**config.mk**
```make
export PLATFORM = sky130hd
export DESIGN_NAME = ifetch_top
export DESIGN_NICKNAME = d
export VERILOG_FILES = /design/src/source/fetch_pkg.sv /design/src/source/iq_entry_if.sv /design/src/source/pred_if.sv /design/src/source/fetch_ctrl.sv /design/src/source/branch_predictor.sv /design/src/source/instr_queue.sv /design/src/source/ifetch_top.sv
export VERILOG_INCLUDE_DIRS = /design/src /design/src/source
export SDC_FILE = /design/constraint.sdc
export NUM_CORES = 1
export LEC_CHECK = 0
export ABC_AREA = 1
export BUFFER_PORTS_ARGS = -buffer_cell sky130_fd_sc_hd__buf_4
export CORE_MARGIN = 5
export CORE_UTILIZATION = 30
export DETAILED_ROUTE_END_ITERATION = 10
export GPL_ROUTABILITY_DRIVEN = 0
export PLACE_DENSITY = 0.43
export SYNTH_ARGS = -nofsm -noshare
export SYNTH_HDL_FRONTEND = slang
export SYNTH_HIERARCHICAL = 1
export SYNTH_SLANG_ARGS = --single-unit
```
**constraint.sdc**
```tcl
create_clock -name i_clk -period 6.3 [get_ports i_clk]
set_input_delay 1.575 -clock i_clk [delete_from_list [all_inputs] [get_ports i_clk]]
set_output_delay 1.575 -clock i_clk [all_outputs]
set_load 0.02 [all_outputs]
```
**src/source/fetch_macros.svh**
```systemverilog
`ifndef FETCH_MACROS_SVH
`define FETCH_MACROS_SVH

// Instruction queue entries, power of two
`define IQ_DEPTH 4

// Counter table index width and lowest pc bit used
`define BHT_IDX_W 4
`define BHT_LSB 2

`define RESET_PC 32'h0000_0000

`endif

```
**src/source/fetch_pkg.sv**
```systemverilog
`default_nettype none

`include "fetch_macros.svh"

package fetch_pkg;

    typedef logic [31:0] word_t;

    typedef logic [`BHT_IDX_W-1:0] bht_idx_t;

    // Saturating counter, upper half predicts taken
    typedef logic [1:0] ctr_t;

    // Extra top bit tells full from empty
    typedef logic [$clog2(`IQ_DEPTH):0] iq_ptr_t;

    typedef enum logic [6:0] {
        OP_JAL    = 7'b1101111,
        OP_BRANCH = 7'b1100011,
        OP_OTHER  = 7'b0000000
    } opcode_e;

    typedef enum logic [1:0] {
        ST_REQ,
        ST_WAIT,
        ST_HOLD,
        ST_DROP
    } fetch_state_e;

endpackage

`default_nettype wire

```
**src/source/iq_entry_if.sv**
```systemverilog
`timescale 1ns/100ps
`default_nettype none

interface iq_entry_if;

    import fetch_pkg::*;

    logic  valid;
    logic  ready;
    word_t pc;
    word_t next_pc;
    word_t instr;
    logic  pred_taken;

    modport sender (
        output valid, pc, next_pc, instr, pred_taken,
        input  ready
    );

    modport receiver (
        input  valid, pc, next_pc, instr, pred_taken,
        output ready
    );

endinterface

`default_nettype wire

```
**src/source/pred_if.sv**
```systemverilog
`timescale 1ns/100ps
`default_nettype none

interface pred_if;

    import fetch_pkg::*;

    word_t pc;
    word_t instr;
    logic  taken;
    word_t target;

    modport requester (
        output pc, instr,
        input  taken, target
    );

    modport responder (
        input  pc, instr,
        output taken, target
    );

endinterface

`default_nettype wire

```
**src/source/fetch_ctrl.sv**
```systemverilog
`timescale 1ns/100ps
`default_nettype none

`include "fetch_macros.svh"

module fetch_ctrl (
    input  logic             i_clk,
    input  logic             i_rst_n,
    input  logic             i_redirect_valid,
    input  fetch_pkg::word_t i_redirect_pc,
    output logic             o_imem_req,
    output fetch_pkg::word_t o_imem_addr,
    input  logic             i_imem_valid,
    input  fetch_pkg::word_t i_imem_rdata,
    pred_if.requester        pred,
    iq_entry_if.sender       iq
);

    import fetch_pkg::*;

    fetch_state_e state;
    word_t        pc_q;
    word_t        next_pc_q;
    word_t        instr_q;
    logic         taken_q;
    logic         xfer;
    logic         in_flight;

    assign xfer      = iq.valid && iq.ready;
    assign in_flight = (state == ST_WAIT) || (state == ST_DROP);

    // No read is launched on a redirect edge, its pc is already stale
    assign o_imem_req  = (state == ST_REQ) && !i_redirect_valid;
    assign o_imem_addr = pc_q;

    // Predictor looks at the word as it returns
    assign pred.pc    = pc_q;
    assign pred.instr = i_imem_rdata;

    assign iq.valid      = (state == ST_HOLD);
    assign iq.pc         = pc_q;
    assign iq.next_pc    = next_pc_q;
    assign iq.instr      = instr_q;
    assign iq.pred_taken = taken_q;

    // ========================================
    // Request sequencing
    // ========================================
    always_ff @(posedge i_clk or negedge i_rst_n) begin
        if (!i_rst_n) begin
            state <= ST_REQ;
            pc_q  <= `RESET_PC;
        end else if (i_redirect_valid) begin
            pc_q <= i_redirect_pc;
            // Outstanding response still has to be swallowed
            if (in_flight && !i_imem_valid) begin
                state <= ST_DROP;
            end else begin
                state <= ST_REQ;
            end
        end else begin
            case (state)
                ST_REQ: begin
                    state <= ST_WAIT;
                end
                ST_WAIT: begin
                    if (i_imem_valid) begin
                        state <= ST_HOLD;
                    end
                end
                ST_HOLD: begin
                    if (xfer) begin
                        pc_q  <= next_pc_q;
                        state <= ST_REQ;
                    end
                end
                ST_DROP: begin
                    if (i_imem_valid) begin
                        state <= ST_REQ;
                    end
                end
                default: begin
                    state <= ST_REQ;
                end
            endcase
        end
    end

    // Entry payload, captured on the response edge
    always_ff @(posedge i_clk) begin
        if (state == ST_WAIT && i_imem_valid) begin
            instr_q   <= i_imem_rdata;
            taken_q   <= pred.taken;
            next_pc_q <= pred.taken ? pred.target : pc_q + 32'd4;
        end
    end

endmodule

`default_nettype wire

```
**src/source/branch_predictor.sv**
```systemverilog
`timescale 1ns/100ps
`default_nettype none

`include "fetch_macros.svh"

module branch_predictor (
    input  logic             i_clk,
    input  logic             i_rst_n,
    pred_if.responder        pred,
    input  logic             i_bu_valid,
    input  fetch_pkg::word_t i_bu_pc,
    input  logic             i_bu_taken
);

    import fetch_pkg::*;

    localparam int BHT_SIZE = 1 << `BHT_IDX_W;

    ctr_t     bht [BHT_SIZE];
    opcode_e  opcode;
    word_t    imm_j;
    word_t    imm_b;
    bht_idx_t rd_idx;
    bht_idx_t up_idx;
    ctr_t     up_ctr;

    // ========================================
    // Decode
    // ========================================
    always_comb begin
        case (pred.instr[6:0])
            OP_JAL:    opcode = OP_JAL;
            OP_BRANCH: opcode = OP_BRANCH;
            default:   opcode = OP_OTHER;
        endcase
    end

    assign imm_j = {{12{pred.instr[31]}}, pred.instr[19:12], pred.instr[20],
                    pred.instr[30:21], 1'b0};
    assign imm_b = {{20{pred.instr[31]}}, pred.instr[7], pred.instr[30:25],
                    pred.instr[11:8], 1'b0};

    assign rd_idx = pred.pc[`BHT_LSB +: `BHT_IDX_W];

    always_comb begin
        pred.taken  = 1'b0;
        pred.target = pred.pc + 32'd4;
        case (opcode)
            OP_JAL: begin
                pred.taken  = 1'b1;
                pred.target = pred.pc + imm_j;
            end
            OP_BRANCH: begin
                // Counter values 2 and 3 have the top bit set
                pred.taken  = bht[rd_idx][1];
                pred.target = pred.pc + imm_b;
            end
            default: begin
                pred.taken = 1'b0;
            end
        endcase
    end

    // ========================================
    // Counter training
    // ========================================
    assign up_idx = i_bu_pc[`BHT_LSB +: `BHT_IDX_W];
    assign up_ctr = bht[up_idx];

    always_ff @(posedge i_clk or negedge i_rst_n) begin
        if (!i_rst_n) begin
            for (int i = 0; i < BHT_SIZE; i++) begin
                bht[i] <= ctr_t'(1);
            end
        end else if (i_bu_valid) begin
            if (i_bu_taken && up_ctr != 2'd3) begin
                bht[up_idx] <= up_ctr + 2'd1;
            end else if (!i_bu_taken && up_ctr != 2'd0) begin
                bht[up_idx] <= up_ctr - 2'd1;
            end
        end
    end

endmodule

`default_nettype wire

```
**src/source/instr_queue.sv**
```systemverilog
`timescale 1ns/100ps
`default_nettype none

`include "fetch_macros.svh"

module instr_queue (
    input  logic             i_clk,
    input  logic             i_rst_n,
    input  logic             i_flush,
    iq_entry_if.receiver     wr,
    output logic             o_valid,
    input  logic             i_ready,
    output fetch_pkg::word_t o_pc,
    output fetch_pkg::word_t o_next_pc,
    output fetch_pkg::word_t o_instr,
    output logic             o_pred_taken
);

    import fetch_pkg::*;

    localparam int AW = $clog2(`IQ_DEPTH);

    word_t   pc_mem    [`IQ_DEPTH];
    word_t   next_mem  [`IQ_DEPTH];
    word_t   instr_mem [`IQ_DEPTH];
    logic    taken_mem [`IQ_DEPTH];
    iq_ptr_t wr_ptr;
    iq_ptr_t rd_ptr;
    logic    full;
    logic    empty;
    logic    push;
    logic    pop;

    // Same slot with different wrap bits means full
    assign empty = (wr_ptr == rd_ptr);
    assign full  = (wr_ptr[AW] != rd_ptr[AW]) && (wr_ptr[AW-1:0] == rd_ptr[AW-1:0]);

    assign wr.ready = !full;
    assign push     = wr.valid && wr.ready;
    assign o_valid  = !empty;
    assign pop      = o_valid && i_ready;

    always_ff @(posedge i_clk or negedge i_rst_n) begin
        if (!i_rst_n) begin
            wr_ptr <= '0;
            rd_ptr <= '0;
        end else if (i_flush) begin
            wr_ptr <= '0;
            rd_ptr <= '0;
        end else begin
            if (push) begin
                wr_ptr <= wr_ptr + 1'b1;
            end
            if (pop) begin
                rd_ptr <= rd_ptr + 1'b1;
            end
        end
    end

    always_ff @(posedge i_clk) begin
        if (push) begin
            pc_mem[wr_ptr[AW-1:0]]    <= wr.pc;
            next_mem[wr_ptr[AW-1:0]]  <= wr.next_pc;
            instr_mem[wr_ptr[AW-1:0]] <= wr.instr;
            taken_mem[wr_ptr[AW-1:0]] <= wr.pred_taken;
        end
    end

    assign o_pc         = pc_mem[rd_ptr[AW-1:0]];
    assign o_next_pc    = next_mem[rd_ptr[AW-1:0]];
    assign o_instr      = instr_mem[rd_ptr[AW-1:0]];
    assign o_pred_taken = taken_mem[rd_ptr[AW-1:0]];

endmodule

`default_nettype wire

```
**src/source/ifetch_top.sv**
```systemverilog
`timescale 1ns/100ps
`default_nettype none

module ifetch_top (
    input  logic             i_clk,
    input  logic             i_rst_n,

    // Back-end redirect
    input  logic             i_redirect_valid,
    input  fetch_pkg::word_t i_redirect_pc,

    // Instruction memory
    output logic             o_imem_req,
    output fetch_pkg::word_t o_imem_addr,
    input  logic             i_imem_valid,
    input  fetch_pkg::word_t i_imem_rdata,

    // Decoder side
    output logic             o_iq_valid,
    input  logic             i_iq_ready,
    output fetch_pkg::word_t o_iq_pc,
    output fetch_pkg::word_t o_iq_next_pc,
    output fetch_pkg::word_t o_iq_instr,
    output logic             o_iq_pred_taken,

    // Branch outcomes from the reorder buffer
    input  logic             i_bu_valid,
    input  fetch_pkg::word_t i_bu_pc,
    input  logic             i_bu_taken
);

    iq_entry_if iq_bus ();
    pred_if     pred_bus ();

    fetch_ctrl u_fetch_ctrl (
        .i_clk            (i_clk),
        .i_rst_n          (i_rst_n),
        .i_redirect_valid (i_redirect_valid),
        .i_redirect_pc    (i_redirect_pc),
        .o_imem_req       (o_imem_req),
        .o_imem_addr      (o_imem_addr),
        .i_imem_valid     (i_imem_valid),
        .i_imem_rdata     (i_imem_rdata),
        .pred             (pred_bus.requester),
        .iq               (iq_bus.sender)
    );

    branch_predictor u_branch_predictor (
        .i_clk      (i_clk),
        .i_rst_n    (i_rst_n),
        .pred       (pred_bus.responder),
        .i_bu_valid (i_bu_valid),
        .i_bu_pc    (i_bu_pc),
        .i_bu_taken (i_bu_taken)
    );

    // Redirect also empties the queue
    instr_queue u_instr_queue (
        .i_clk        (i_clk),
        .i_rst_n      (i_rst_n),
        .i_flush      (i_redirect_valid),
        .wr           (iq_bus.receiver),
        .o_valid      (o_iq_valid),
        .i_ready      (i_iq_ready),
        .o_pc         (o_iq_pc),
        .o_next_pc    (o_iq_next_pc),
        .o_instr      (o_iq_instr),
        .o_pred_taken (o_iq_pred_taken)
    );

endmodule

`default_nettype wire

```
# Word-level counts from Yosys, hierarchy flattened
# Memories as Yosys holds them, arrays and structs flattened.
# Cells that the tools add are included.
[totals]
ff_bits = 137
ramBits = 388
in_bits = 103
output_inout_bits = 131
word_cells = 108
mem_count = 4
[classes]
add_sub_neg = 7
magnitude_cmp = 3
n_eq_ne = 14
muxes = 31
bitwise_logic = 2
reduce_logical = 24
[mem_list]
columns = ["memory", "words", "width", "rd", "rd_clocked_by_memory_dff", "wr", "line_no", "text"]
rows = [
  ["u_instr_queue.instr_mem", 4, 32, 1, 0, 1, "instr_queue.sv:25", "word_t instr_mem [`IQ_DEPTH];"],
  ["u_instr_queue.next_mem", 4, 32, 1, 0, 1, "instr_queue.sv:24", "word_t next_mem [`IQ_DEPTH];"],
  ["u_instr_queue.pc_mem", 4, 32, 1, 0, 1, "instr_queue.sv:23", "word_t pc_mem [`IQ_DEPTH];"],
  ["u_instr_queue.taken_mem", 4, 1, 1, 0, 1, "instr_queue.sv:26", "logic taken_mem [`IQ_DEPTH];"],
]
[op_table]
columns = ["operator", "n"]
rows = [
  ["32-bit two-way mux", 6],
  ["32-bit adder", 2],
  ["32-bit bitwise mux", 2],
  ["32-bit case mux with 2 select lines", 1],
  ["32-bit by 3-bit adder with 32-bit output, second input constant", 1],
  ["7-bit equality test, second input constant", 4],
  ["2-bit two-way mux", 10],
  ["2-bit binary-select mux with 4-bit select", 2],
  ["7-bit case mux with 2 select lines", 1],
  ["3-bit two-way mux", 4],
  ["5-bit >= comparator, second input constant", 2],
  ["4-bit inverter with 5-bit output", 2],
  ["2-bit nonzero test", 5],
  ["1-bit logical AND", 9],
  ["3-bit != test, second input constant", 3],
  ["2-bit demux with 4-bit select", 1],
  ["2-bit case mux with 4 select lines", 1],
  ["3-bit by 1-bit adder with 3-bit output, second input constant", 2],
  ["1-bit logical NOT", 5],
  ["5-bit by 1-bit < comparator with 1-bit output, second input constant", 1],
  ["2-bit equality test, second input constant", 2],
  ["2-bit AND reduction", 2],
  ["3-bit equality test", 1],
  ["3-bit AND reduction", 1],
  ["10 further kinds", 11],
]

# Longest topological paths before layout
# Gate-level depths: netlist of the first run.
[depth]
ltp_word = 8
mapped_depth = 22
mapped_depth_nobuf = 20

# Modules after synthesis
# The synthesis of the first run kept the hierarchy.
[modules_own_cells]
columns = ["module", "instances", "cells_per_inst", "area_per_inst_um2", "seq_area_each_um2"]
rows = [
  ["instr_queue", 1, 1000, 14884.3, 11801.3],
  ["fetch_ctrl", 1, 627, 5421.4, 2802.7],
  ["branch_predictor", 1, 962, 5306.3, 820.8],
]

# Least setup slack after synthesis of the first run
# No wires, ideal clock.
[synth_timing]
kind = "input port to flip-flop"
startpoint = "in i_imem_valid"
endpoint = "reg u_fetch_ctrl.instr_q[0], in the netlist u_fetch_ctrl/iq.instr[0], enable pin"
setup_ns = 0.570
t_arrival_ns = 6.073
required_time_ns = 5.730
slack_ns = -0.343
path_stages = 2
path_buffers = 0
cell_sequence = "inv_1 -> nor3_1"
[synth_between]
elab_chain_cells = 1
[synth_lines]
columns = ["element", "line_no", "text"]
rows = [
  ["start, declared", "ifetch_top.sv:15", "input logic i_imem_valid,"],
  ["1-bit logical AND", "fetch_ctrl.sv:91", "if (state == ST_WAIT && i_imem_valid) begin"],
  ["end signal, assigned", "fetch_ctrl.sv:92", "instr_q <= i_imem_rdata;"],
  ["end, declared", "fetch_ctrl.sv:24", "word_t instr_q;"],
]
# No other way between the ends.
# A chain may end at the register's enable or synchronous reset.

# Worst setup path after layout of the first run
[layout_timing]
startpoint = "reg u_instr_queue.rd_ptr[1]"
endpoint = "out o_iq_next_pc[1]"
[layout_between]
elab_chain_cells = 1
[layout_lines]
columns = ["element", "line_no", "text"]
rows = [
  ["start, declared", "instr_queue.sv:28", "iq_ptr_t rd_ptr;"],
  ["start signal, assigned", "instr_queue.sv:55", "rd_ptr <= rd_ptr + 1'b1;"],
  ["memory read 4 x 32 bit", "-", ""],
  ["end, declared", "ifetch_top.sv:22", "output fetch_pkg::word_t o_iq_next_pc,"],
]
# No other way between the ends.

==> summary by stage, run 1 <==
Final layout
Compared with the post-synthesis result, the final layout area differs by 15.9%. The area of all placed cells without fillers is a little under 30,000 um^2. The sequential cell area in the final layout is 15,400 um^2. The layout has 8,588 filler cells. The number of nets in the layout is 2,845.

For this run, the share of the core covered by cells in the final layout is approximately a third. The fraction of layout cells with a size suffix above 1 is between 10% and 20%. The library cells used most frequently in the layout, excluding fill and tap cells, are sky130_fd_sc_hd__nand2_1, sky130_fd_sc_hd__edfxtp_1, sky130_fd_sc_hd__nor2_1, sky130_fd_sc_hd__buf_4, sky130_fd_sc_hd__o21ai_0. The multi-input combinational cells in the finished layout cover a total of slightly above 8000 um^2.

The library cell used most frequently in the layout, excluding fill and tap cells, is sky130_fd_sc_hd__nand2_1.

Global route
The remaining global-route overflow is 0. The number of global-route vias before repair came to 17,900. The wire length of the first global-routing pass is 115,000 um. The initial antenna violation count was 1. The total global routing track utilization is 16.7%. The maximum number of pins on one net before global-route repair is around 150.

Floorplanning
The width of the die is about 300 um. Row generation in the floorplan step produced approximately 110 rows. The top-level I/O count is 234. The die covers 91,300 um^2.

The effective utilization at floorplan is 30.1%. The floorplan step defined a core boundary enclosing 85,000 um^2. The vertical die dimension is 302 um.

Worst setup path
The maximum cell stage delay along the critical path is 0.60 ns. Data on the critical path arrives at its endpoint at about 3.2 ns. For the worst setup path, the data required time is 4.72 ns. STA classifies the critical path startpoint as a register.

Of all nets on the critical path, the largest fanout is 47. Traced cell by cell, the critical path runs through buf_4, buf_4, o21ai_0, o22ai_1, buf_4. The library cell appearing most often on the critical path is sky130_fd_sc_hd__buf_4.

The kind of capture point of the worst setup path is an output pin. The setup path with the least slack is of type reg -> out. The standard cell with the maximum stage delay on the critical path is sky130_fd_sc_hd__buf_4.

Drt
Using the TritonRoute via totals, the vias-per-cell ratio works out to 4.77. Wires add up to 78,800 um. The post-detailed-route count of antenna-violating nets is 0. The first detailed-routing pass ran for 6 iterations. Summing over every cut layer, the via total after detailed routing is ~19,000. The final routed DRC violation total is 0. After detailed routing, the average wire length per cell comes to between 20 and 25 um. In this run, the number of DRC markers left after iteration 0 of detailed routing was around 1,600.

Pwr
The design draws 10,400 uW. The switching power summed over all nets is 3350 uW. The leakage power is 0.0116 uW. In this run switching power makes up 32.2% of total power.

Combinational logic is responsible for 23.5% of the overall power. The internal power is 7050 uW. Dividing total power by cell area gives a power density of 350 nW/um^2. VDD sags by at most 206 uV.

The portion of total power attributed to sequential cells is 42.9%. In this run, the clock network consumes 33.5% of the power.

Logic synthesis
The most used flip-flop cell after synthesis is sky130_fd_sc_hd__edfxtp_1. A synthesized cell averages a little under 10 um^2. In the synthesized netlist, the number of instances is 2,589.

For this run, asynchronously set or reset flops after synthesis account for 13.7%. Yosys printed 6 warnings. The post-synthesis register bit count is 525. The post-synthesis cell type count is 50. The post-synth design cell area is 25,600 um^2. The number of enable flip-flop cells after synthesis is about 450.

When the netlist entered floorplanning its net count stood at 2,734. Summing the sequential cell areas from Yosys gives about three fifths of the chip area.

Timing
The final hold violation count was 0. The setup TNS after final layout is 0 ns. Setup repair after global routing left no endpoint under its margin.

The setup-violating endpoint count in the final report is 0. The post-route fraction of the period consumed by the critical path is around 75%. Hold is met by 0.474 ns. The final max-slew violation count is 0.

The minimum clock period is 4.74 ns. For the pin with the worst max-slew slack, the measured transition is 0.923 ns. The worst-case clock skew is 0.0400 ns. Based on the critical path, the design can be clocked at up to 211 MHz.

Measured against its own limit, the worst slew margin works out to between 30% and 40%.

Clock network
TritonCTS built the clock tree. The number of buffers added by the clock tree synthesis step is 59. Buffers added to address setup during post-CTS repair amount to 0.

In this run the number of H-tree levels came out at 2. In this run, post-CTS hold repair placed 0 buffers. The root buffer cell chosen for the clock tree is sky130_fd_sc_hd__clkbuf_16. The post-cts repair resize count is 0. The clock transition at the registers of the reported paths is 0.06 ns.

The worst-case clock buffer depth is 3. The clock net sink count is between 500 and 600. At the later pin of the worst-skew pair, clock insertion delay measures approximately 0.64 ns.

Worst hold path
The class of the tightest hold or removal check is reg -> reg.

Run
The number of max-cap violations is 0.

Status
The run finished with clean final reports.

Placement
The count of port buffers added during placement is 205. After detailed placement, the total cell area comes to 27,700 um^2. After legalization and detailed placement, the total HPWL measured 52,400 um.
[Yosys cell counts, types with 2 or more instances]
master	count	area (um^2)
sky130_fd_sc_hd__o21bai_1	3	22.5
sky130_fd_sc_hd__nor3_1	18	90.1
sky130_fd_sc_hd__buf_4	97	728
sky130_fd_sc_hd__xnor2_1	15	131
sky130_fd_sc_hd__nor4_1	4	25.0
sky130_fd_sc_hd__nand2_2	8	50.1
sky130_fd_sc_hd__edfxtp_1	453	13600
sky130_fd_sc_hd__nor3_2	6	60.1
sky130_fd_sc_hd__a21oi_1	47	235
sky130_fd_sc_hd__inv_2	11	41.3
sky130_fd_sc_hd__nand3_1	105	526
sky130_fd_sc_hd__o21ai_1	38	190
sky130_fd_sc_hd__o22ai_1	111	694
sky130_fd_sc_hd__nand2_4	4	45.0
sky130_fd_sc_hd__nor2_1	359	1350
sky130_fd_sc_hd__a21boi_0	2	15.0
sky130_fd_sc_hd__clkbuf_1	48	180
sky130_fd_sc_hd__o21ai_0	231	1160
sky130_fd_sc_hd__a31oi_1	35	219
sky130_fd_sc_hd__buf_6	22	248
sky130_fd_sc_hd__nand2_1	560	2100
sky130_fd_sc_hd__buf_8	2	30.0
sky130_fd_sc_hd__nor2_4	8	90.1
sky130_fd_sc_hd__inv_1	187	702
sky130_fd_sc_hd__buf_2	24	120
sky130_fd_sc_hd__ha_1	41	513
sky130_fd_sc_hd__nand4_1	16	100
sky130_fd_sc_hd__dfstp_2	16	420
sky130_fd_sc_hd__xor2_1	18	158
sky130_fd_sc_hd__nand3b_1	7	52.6
sky130_fd_sc_hd__or2_2	7	43.8
sky130_fd_sc_hd__nor2_2	8	50.1
sky130_fd_sc_hd__dfrtp_1	56	1400
sky130_fd_sc_hd__nand4_2	2	25.0
sky130_fd_sc_hd__and2_1	4	25.0
sky130_fd_sc_hd__nand3_4	2	35.0
[final cells by class]
type | instances | share of cell area, %
flip-flops and latches | 525 | 52.0
multi-input cells | 1669 | 27.4
repair buffers | 244 | 6.42
clock buffers | 78 | 5.38
well taps | 1144 | 4.82
inverters | 201 | 2.58
clock inverters | 34 | 1.36
diodes | 1 | 0.00843
[power groups by stage]
stage,registers [uW],logic [uW],clock network [uW]
finish,4470,2450,3490
global route,4510,2710,3730
CTS,4480,2480,3590
detailed placement,4550,2480,0
global placement,4540,2450,0
floorplan,4400,1710,0
[final timing paths]
kind                                            from                              to  slack (ns)  cells after the start
setup / recovery             u_instr_queue/rd_ptr[1]                 o_iq_next_pc[1]        1.56                      5
hold / removal             u_fetch_ctrl/iq.instr[31]  u_instr_queue/instr_mem[3][31]        0.47                      0
setup reg to reg             u_instr_queue/rd_ptr[1]          u_fetch_ctrl/iq.pc[29]        2.83                     10
hold reg to reg            u_fetch_ctrl/iq.instr[31]  u_instr_queue/instr_mem[3][31]        0.47                      0
max in group asynchronous                    i_rst_n         u_instr_queue/rd_ptr[0]        4.38                      2
min in group asynchronous                    i_rst_n      u_branch_predictor/bht[21]        0.93                      1
[routing by layer]
| metal | vias up | track usage (%) | wire length (um) |
|---|---|---|---|
| li1 | 9021 | - | - |
| met1 | 8912 | 22.1 | 33900 |
| met2 | 529 | 28.4 | 38000 |
| met3 | 110 | 2.89 | 4610 |
| met4 | 0 | 4.90 | 2300 |
| met5 | - | 0 | 0 |
[cell families (layout without fill, tap and decap cells)]
kind of cell / count (synthesis) / after routing / share of synthesized area, %
compound gates: 471 / 471 / 10.0
xor+xnor: 33 / 33 / 1.13
fa+ha+maj: 42 / 42 / 2.08
buf+inv: 395 / 557 / 8.10
flops: 525 / 525 / 60.2
mux: 1 / 1 / 0.0391
other cells: 0 / 1 / 0
simple gates: 1122 / 1122 / 18.4
[state kept, by name, summed over array words and instances (netlist names), named ones only]
register,cells
u_instr_queue/next_mem,128
u_instr_queue/pc_mem,128
u_instr_queue/instr_mem,128
u_instr_queue/taken_mem,4
u_branch_predictor/bht,16
u_fetch_ctrl/iq.next_pc,32
u_fetch_ctrl/iq.pc,32
u_fetch_ctrl/iq.pred_taken,1
u_fetch_ctrl/iq.instr,32
u_instr_queue/wr_ptr,3
u_fetch_ctrl/state,2
u_instr_queue/rd_ptr,3
[worst max-delay path: cells and delay by family (launching register included)]
kind	cells	cell delay, ns
flops	1	0.52
buf+inv	3	1.39
compound gates	2	0.59
[metrics by stage]
step | worst slack, ns | std cells
after global routing | 1.35 | 3895
after detailed placement | 1.16 | 3783
after global placement | 1.22 | 3783
after CTS | 1.47 | 3895
final | 1.56 | 3896
after floorplan | 0.717 | 2589
Note: power is estimated with default switching activity, not from simulation.
==> run 2, diff against run 1 <==
--- a/config.mk
+++ b/config.mk
@@ -6,13 +6,13 @@
 export SDC_FILE = /design/constraint.sdc
 export NUM_CORES = 1
 export LEC_CHECK = 0
-export ABC_AREA = 1
+export ABC_AREA = 0
 export BUFFER_PORTS_ARGS = -buffer_cell sky130_fd_sc_hd__buf_4
 export CORE_MARGIN = 5
 export CORE_UTILIZATION = 30
 export DETAILED_ROUTE_END_ITERATION = 10
 export GPL_ROUTABILITY_DRIVEN = 0
-export PLACE_DENSITY = 0.43
+export PLACE_DENSITY = 0.45
 export SYNTH_ARGS = -nofsm -noshare
 export SYNTH_HDL_FRONTEND = slang
 export SYNTH_HIERARCHICAL = 1
==> constraint.sdc (replaced) <==
create_clock -name i_clk -period 3.9 [get_ports i_clk]
set_input_delay 0.975 -clock i_clk [delete_from_list [all_inputs] [get_ports i_clk]]
set_output_delay 0.975 -clock i_clk [all_outputs]
set_load 0.02 [all_outputs]
==> run 2 against run 1 <==
The flow now finishes with violations (setup timing); clock power is 56% higher; final cell count down 26%; design area fell by 1.6%; routed wire length is 20% lower.
==> summary by stage, run 2 <==
Clock network
CTS built an H-tree with a depth of 2. The tree built by TritonCTS fans out to 525 sinks. The worst-case clock buffer depth is 3. TritonCTS built the clock tree.

The clock root buffer is sky130_fd_sc_hd__clkbuf_16. The clock latency reported for the late side of the worst-skew pair is 0.63 ns. The clock transition at the registers of the reported paths is approximately 0.060 ns. The hold buffer count at cts is 0. The number of buffers added by the clock tree synthesis step is 58.

Timing
The top achievable clock speed is 256 MHz. In this run the tightest slew margin relative to its limit is 16.0%. At the pin with the least slew margin, the transition time is 1.25 ns.

The final hold violation count is 0. The final max-slew violation count is 0. The smallest hold slack is ~0.36 ns. The setup-violating endpoint count in the final report is 1.

The worst-case clock skew is 0.0222 ns. The smallest clock period supported by the final layout is computed as slightly below 4 ns. The post-route worst setup slack is -0.0120 ns. After layout, the worst path uses 100% of the clock period. Setup repair after global routing could not meet its margin everywhere.

Worst hold path
The path class of the tightest hold or removal check is in -> async.

Logic synthesis
After synthesis, the largest family of logic cells by area is multiplexers. Yosys instantiated no cell more often than sky130_fd_sc_hd__edfxtp_1. The net count of the mapped netlist is 1,689.

The area share of the largest cell type after synthesis is 57.0%. The average instance area after synthesis is ~15 um^2. The post-synthesis mux area share is 13.3%.

The predominant post-synthesis flop cell is sky130_fd_sc_hd__edfxtp_1. The synthesized netlist devotes approximately 2.2% of its cell area to adder and majority cells. The simple-gate share of the synthesized area is 6.30%. Summing the areas of all compound-gate instances in the mapped netlist gives 5.55% of the synthesized area. The share of the Yosys chip area taken by registers is 64.6%.

Summing the areas of all xor and xnor instances in the mapped netlist gives under 10% of the synthesized area. In this run, synthesis inferred 453 flip-flops with an integrated enable. In this run, synthesis produced a sequential element count of between 500 and 600. In this run the cell area of the synthesized design comes to 23,900 um^2.

The cell count after synthesis came out at 1,544. Of all cell types, the one taking the most synthesized area is sky130_fd_sc_hd__edfxtp_1. The post-synthesis cell type count is roughly 70. The yosys synthesis warning count is 6. The share of async-settable or async-resettable flops after synthesis is 13.7%. Ranked by total cell area, the synthesized netlist is headed by sky130_fd_sc_hd__edfxtp_1, sky130_fd_sc_hd__mux4_2, sky130_fd_sc_hd__dfrtp_1.

The commonest cells after synthesis are sky130_fd_sc_hd__edfxtp_1, sky130_fd_sc_hd__nand2_1, sky130_fd_sc_hd__mux4_2.

Worst setup path
The setup slack of the most critical reg-to-reg path is 0.78 ns. STA classifies the critical path startpoint as a primary input. The standard cell with the maximum stage delay on the critical path is sky130_fd_sc_hd__fa_2. On the worst path, the slowest cell contributes a delay of about 0.37 ns. STA puts the critical path data required time at 4.26 ns. The library cell appearing most often on the critical path is sky130_fd_sc_hd__mux2_4. At the worst endpoint, the arrival time is between 4 and 5 ns. The launching point of the worst reg2reg path is u_branch_predictor/bht[1].

In this run the critical register-to-register path is captured at u_branch_predictor/bht[21]. In this run the worst path has a maximum fanout of 6. STA classifies the critical path endpoint as a register.

The number of cells on the worst reg-to-reg path is 5. The path type of the worst setup path is in -> reg. Traced cell by cell, the critical path runs through buf_8, nor2b_4, nand4_1, or2_4, mux2_4, ha_4, fa_2, a211oi_2, o211ai_1, a41oi_2, buf_6, o211a_4, o31ai_4, o221ai_2, xor2_1, mux2i_1, mux2_4.

Global route
Global routing used between 10 and 15% of the available tracks. The initial antenna violation count is 1. Entering global routing, the biggest net connects 65 pins. Global routing finished with a remaining overflow of 0. The wire length of the first global-routing pass is about 95,000 um. The number of global-route vias before repair is approximately 14,000.

Floorplanning
In this run the count of I/O pins placed on the die edge is 234. The vertical die dimension is 292 um. The total area inside the core boundary comes to between 70,000 and 80,000 um^2. The width of the die is 292 um. The full die area is 85,400 um^2. The initial utilization of the core area, before any placement, comes to 30.2%. The standard-cell row count is 103.

Final layout
The commonest non-fill, non-tap cell in the layout is sky130_fd_sc_hd__edfxtp_1. The fraction of the core area covered by cells at the end of the flow is 37.0%. In the layout the commonest cells are sky130_fd_sc_hd__edfxtp_1, sky130_fd_sc_hd__buf_4, sky130_fd_sc_hd__nand2_1, sky130_fd_sc_hd__mux4_2, sky130_fd_sc_hd__o21ai_0.

Relative to the synthesized area, the layout overhead comes to 22.3%. The fraction of layout cells with a size suffix above 1 is a little over a third. The number of nets in the layout is 1,943.

Drt
The number of vias per cell is 4.73. The mean routed wirelength per cell is 21.8 um. Wires add up to around 63,000 um. In the routed design, unresolved DRC markers number 0. The overall via count from detail_route is 13,700. The detailed router's first-iteration violation count is 763. The first detailed-routing pass took 4 iterations. Once detail routing completed, the nets flagged for antenna violations numbered 0.

Pwr
The ratio of total power to cell area is between 500 and 600 nW/um^2. The switching power summed over all nets is 5130 uW. The leakage power is 0.0104 uW. The portion of total power attributed to sequential cells is 42.3%. The largest voltage drop on the vdd net is 343 uV.

The switching portion of total power is approximately 30%. Cell internal power was estimated by the tool at 12,100 uW. Of the total power, the clock network draws between 30% and 40%.

The share of total power dissipated in combinational logic is 26.1%.

Status
The checks that failed: setup timing. The run finished, with violations left.

Placement
Summed over all nets, the half-perimeter wirelength after detailed placement is about 44,000 um. The pre-CTS setup slack is -0.725 ns. The count of port buffers added during placement is a little over 200.

Run
Across the run, the number of max-cap violations was 0.
==> run 2: cell families (layout without fill, tap and decap cells) <==
family                     count (synthesis)  after routing
xor gates and xnor gates                  89             89
and+or+nand+nor                          314            314
muxes                                    176            176
DFF                                      525            525
adders and majority gates                 42             42
AOI/OAI and AO/OA                        220            220
buffers and inverters                    178            480
other                                      0              1
==> run 2: timing repair <==
action	in CTS	in global routing
cloned	0	0
setup endpoints to repair	2	15
pin swaps	0	27
buffers inserted	0	6
gates resized for setup	2	18
==> run 2: final cells by class <==
type / count / area [um^2]
repair buffers: 349 / 2890
multi-input cells: 841 / 7580
clock inverters: 31 / 352
clock buffers: 77 / 1560
diodes: 1 / 2.50
fillers: 7501 / 49800
well taps: 1050 / 1310
flip-flops and latches: 525 / 15400
inverters: 23 / 86.3
==> run 2: per-stage QoR <==
stage	area (um^2)	TNS (ns)	instances	power (uW)
after floorplan	24000	-2.66	1544	10200
after global placement	27100	-12.48	2782	11900
after detailed placement	27100	-12.27	2782	11900
after CTS	29100	0	2890	17500
after global routing	29200	-0.554	2897	18100
final	29200	-0.0120	2897	17200
==> run 2: power by group through the flow <==
stage / Clock [uW] / Sequential, uW / Combinational (uW)
detailed placement: 0 / 7400 / 4520
CTS: 5640 / 7280 / 4540
finish: 5450 / 7270 / 4480
global route: 5890 / 7350 / 4880
floorplan: 0 / 7290 / 2880
global placement: 0 / 7360 / 4500
==> run 2: worst max path at each step <==
| stage | start | to | slack, ns | cells after the start |
|---|---|---|---|---|
| after floorplan | i_imem_rdata[2] | u_fetch_ctrl/iq.next_pc[29] | -0.38 | 16 |
| after global placement | i_imem_rdata[6] | u_fetch_ctrl/iq.next_pc[28] | -0.70 | 16 |
| after detailed placement | i_imem_rdata[6] | u_fetch_ctrl/iq.next_pc[28] | -0.73 | 16 |
| after CTS | i_imem_rdata[6] | u_fetch_ctrl/iq.next_pc[26] | 0.006 | 16 |
| after global routing | i_imem_rdata[6] | u_fetch_ctrl/iq.next_pc[29] | -0.11 | 17 |
| final | i_imem_rdata[6] | u_fetch_ctrl/iq.next_pc[29] | -0.01 | 17 |
==> run 2: worst max-delay path, delay by kind of cell <==
family	cells	cell delay, ns
AOI/OAI and AO/OA	6	1.02
xor gates and xnor gates	1	0.18
adders and majority gates	2	0.54
buffers and inverters	2	0.22
muxes	3	0.68
and+or+nand+nor	3	0.64
==> run 2: layer usage <==
metal  vias up  global-route usage [%]  wire length (um)
met5         -                       0                 0
met4         0                    2.90              1140
met3        69                    2.44              2370
met2       242                    24.0             30400
met1      7026                    20.4             29100
li1       6373                       -                 -
==> run 3, diff against run 2 <==
--- a/config.mk
+++ b/config.mk
@@ -8,11 +8,13 @@
 export LEC_CHECK = 0
 export ABC_AREA = 0
 export BUFFER_PORTS_ARGS = -buffer_cell sky130_fd_sc_hd__buf_4
+export CORE_ASPECT_RATIO = 0.6
 export CORE_MARGIN = 5
 export CORE_UTILIZATION = 30
 export DETAILED_ROUTE_END_ITERATION = 10
 export GPL_ROUTABILITY_DRIVEN = 0
 export PLACE_DENSITY = 0.45
+export SKIP_CTS_REPAIR_TIMING = 1
 export SYNTH_ARGS = -nofsm -noshare
 export SYNTH_HDL_FRONTEND = slang
 export SYNTH_HIERARCHICAL = 1
==> run 3 against run 2 <==
The flow now finishes without violations; sequential share of layout area up 0.69 points; final cell count is 0.28% lower; clock skew shrank 0.0090 ns; via count up 0.74%; design area down 1.3%; non-clock buffer count shrank 9.
==> summary by stage, run 3 (same netlist as run 2, synthesis figures left out) <==
Timing
For the final database, setup skew stands at between 0.01 and 0.015 ns. Summed over all failing endpoints, the final setup total negative slack is 0 ns. The final hold violation count is 0. Setup repair after global routing could not meet its margin everywhere. The final max-slew violation count came to 0. At the pin with the least slew margin, the transition time is 1.21 ns. Of the available clock period, the critical path in the final layout requires 99.9%. In the post-route analysis, the smallest setup slack over all paths is between 0.002 and 0.0025 ns.

The minimum clock period is 3.90 ns. The setup-violating endpoint count in the final report is 0. The worst-case headroom to the max-slew limit is a little under a fifth. The top achievable clock speed is 257 MHz.

Drt
The number of vias per cell is 4.78. After detailed routing, the number of remaining DRC violations is 0. The routed layout has 13,800 vias. The first detailed-routing pass ran for 5 iterations. The count of nets left with antenna violations once routing finished came out at 0. The mean routed wirelength per cell is ~22 um. The first routing iteration left 942 violations. The total routed wirelength is approximately 64,000 um.

Final layout
For this run, the post-layout net count is 1,928. The post-synthesis to final-layout area growth is 20.7%. The commonest non-fill, non-tap cell in the layout is sky130_fd_sc_hd__edfxtp_1. Across the whole layout, storage elements account for 15,400 um^2. The final antenna diode count is 0. The count of filler cells inserted in the layout is 7,509.

The fraction of the core area covered by cells at the end of the flow is between 30% and 40%. In the layout the commonest cells are sky130_fd_sc_hd__edfxtp_1, sky130_fd_sc_hd__buf_4, sky130_fd_sc_hd__nand2_1, sky130_fd_sc_hd__mux4_2, sky130_fd_sc_hd__o21ai_0. The multi-input combinational cells in the finished layout cover a total of 7540 um^2. Of the cells placed in the final design, the portion with a size suffix greater than 1 is 34.0%.

Clock network
The clock transition at the registers of the reported paths is 0.06 ns. The maximum level of the CTS H-tree is 2. The clock drives 525 sinks. The longest clock path from root to sink contains 3 buffers. The TritonCTS clock tree is yes. The clock root buffer is sky130_fd_sc_hd__clkbuf_16.

The clock latency reported for the late side of the worst-skew pair is 0.59 ns. The number of buffers added by the clock tree synthesis step is 51.

Pwr
In this run the static leakage power is 0.0102 uW. The largest voltage drop on the vdd net is 284 uV. Per report_power, the sequential group accounts for a little over two fifths of the total. The overall power consumption is 16,700 uW. Net switching is between 20 and 30% of the power.

The share of power burned in combinational logic is 26.6%. The switching power summed over all nets is ~5000 uW. The internal power is 11,700 uW.

Dividing total power by cell area gives a power density of 578 nW/um^2. Of the total power, the clock network draws 29.7%.

Worst setup path
The launching element type of the critical path is a primary input. The kind of capture point of the worst setup path is a register. The signal on the critical path passes through buf_6, nor2b_1, nand4_1, or2_4, mux2_4, ha_4, fa_2, a211oi_2, o211ai_1, a41oi_2, buf_6, o211ai_1, and2_4, buf_6, xor2_1, nor2_1, a21oi_1, mux2_4.

The path type of the worst setup path is in -> reg. Among all stages on the critical path, the largest delay is contributed by sky130_fd_sc_hd__fa_2. For this run, the slowest stage of the critical path takes 0.36 ns. In this design, the critical path's most frequently occurring cell is sky130_fd_sc_hd__buf_6.

The signal arrival time at the worst endpoint is about 4.2 ns. Of all nets on the critical path, the largest fanout is 6. STA puts the critical path data required time at 4.24 ns.

Floorplanning
The initial utilization of the core area, before any placement, comes to 30.2%. The vertical die dimension is ~230 um. The standard-cell row count is 80. The full die area is about 86,000 um^2. around 230 I/O pins were placed. In this run the horizontal extent of the chip is 374 um.

The floorplan core area is 79,200 um^2.

Global route
The first global-routing pass estimated 94,700 um of wire. The number of global-route vias before repair is 14,200. In the global route stage, overall resource usage came out at 14.6%. The met1 track utilization from global routing is ~22%. The initial antenna violation count is 1.

Entering global routing, the biggest net connects 66 pins. The layer flagged by global routing as most heavily used is met2. The global routing usage on met3 is roughly 2.7%. For met2 alone, demand over resource in global routing was around 23%.

The remaining global-route overflow is 0.

Placement
The detailed placement HPWL is 43,100 um. The pre-CTS setup slack is -0.680 ns. Input and output buffers added on the ports amount to 205.

Worst hold path
The class of the tightest hold or removal check is in -> async.

Run
Across the run, the number of max-cap violations was 0.

Status
The run finished with clean final reports.
-- run 3: critical path, delay by kind of cell --
family,cells,cell delay [ns]
AO/OA/AOI/OAI,5,0.71
XOR/XNOR,1,0.13
adder cells (fa/ha/maj),2,0.54
buffers and inverters,3,0.36
multiplexers,2,0.62
AND/OR/NAND/NOR,5,0.88
-- run 3: worst paths after layout --
| check | from | depth (start not counted) | endpoint | slack, ns |
|---|---|---|---|---|
| min reg2reg | register | 2 | register | 0.49 |
| min in group i_clk | register | 2 | register | 0.49 |
| max in group asynchronous | i_rst_n | 2 | asynchronous set/reset pin | 2.72 |
| max reg2reg | u_branch_predictor/bht[27] | 9 | u_branch_predictor/bht[27] | 0.68 |
| min | i_rst_n | 1 | u_fetch_ctrl/iq.pc[27] | 0.42 |
| max | i_imem_rdata[4] | 18 | u_fetch_ctrl/iq.next_pc[27] | 0.002 |
-- run 3: power groups by stage --
stage	combinational [uW]	clock (uW)	sequential, uW
after floorplan	2880	0	7290
after global placement	4420	0	7380
after detailed placement	4440	0	7410
after CTS	4460	5150	7290
after global routing	4800	5390	7350
final	4430	4950	7280
-- run 3: metal layers --
layer  wire [um]  part of all wire [%]  up-vias
met5           0                     0        -
met4         788                   1.2        0
met2       29000                    45      275
li1            -                     -     6342
met1       31400                    49     7142
met3        2720                   4.3       52
-- run 3: metrics by stage --
step	std cells	instance area, um^2	hold slack (ns)
after floorplan	1544	24000	0.456
after global placement	2788	27000	0.469
after detailed placement	2788	27000	0.482
after CTS	2881	28700	0.401
after global routing	2889	28800	0.428
final	2889	28800	0.417
-- run 3: area by class of cell --
cell class / count / share of cell area [%]
Sequential cell: 525 / 53.5
Tap cell: 1066 / 4.63
Inverter: 23 / 0.299
Timing Repair Buffer: 340 / 9.61
Multi-Input combinational cell: 842 / 26.2
Clock buffer: 67 / 4.96
Clock inverter: 26 / 0.820
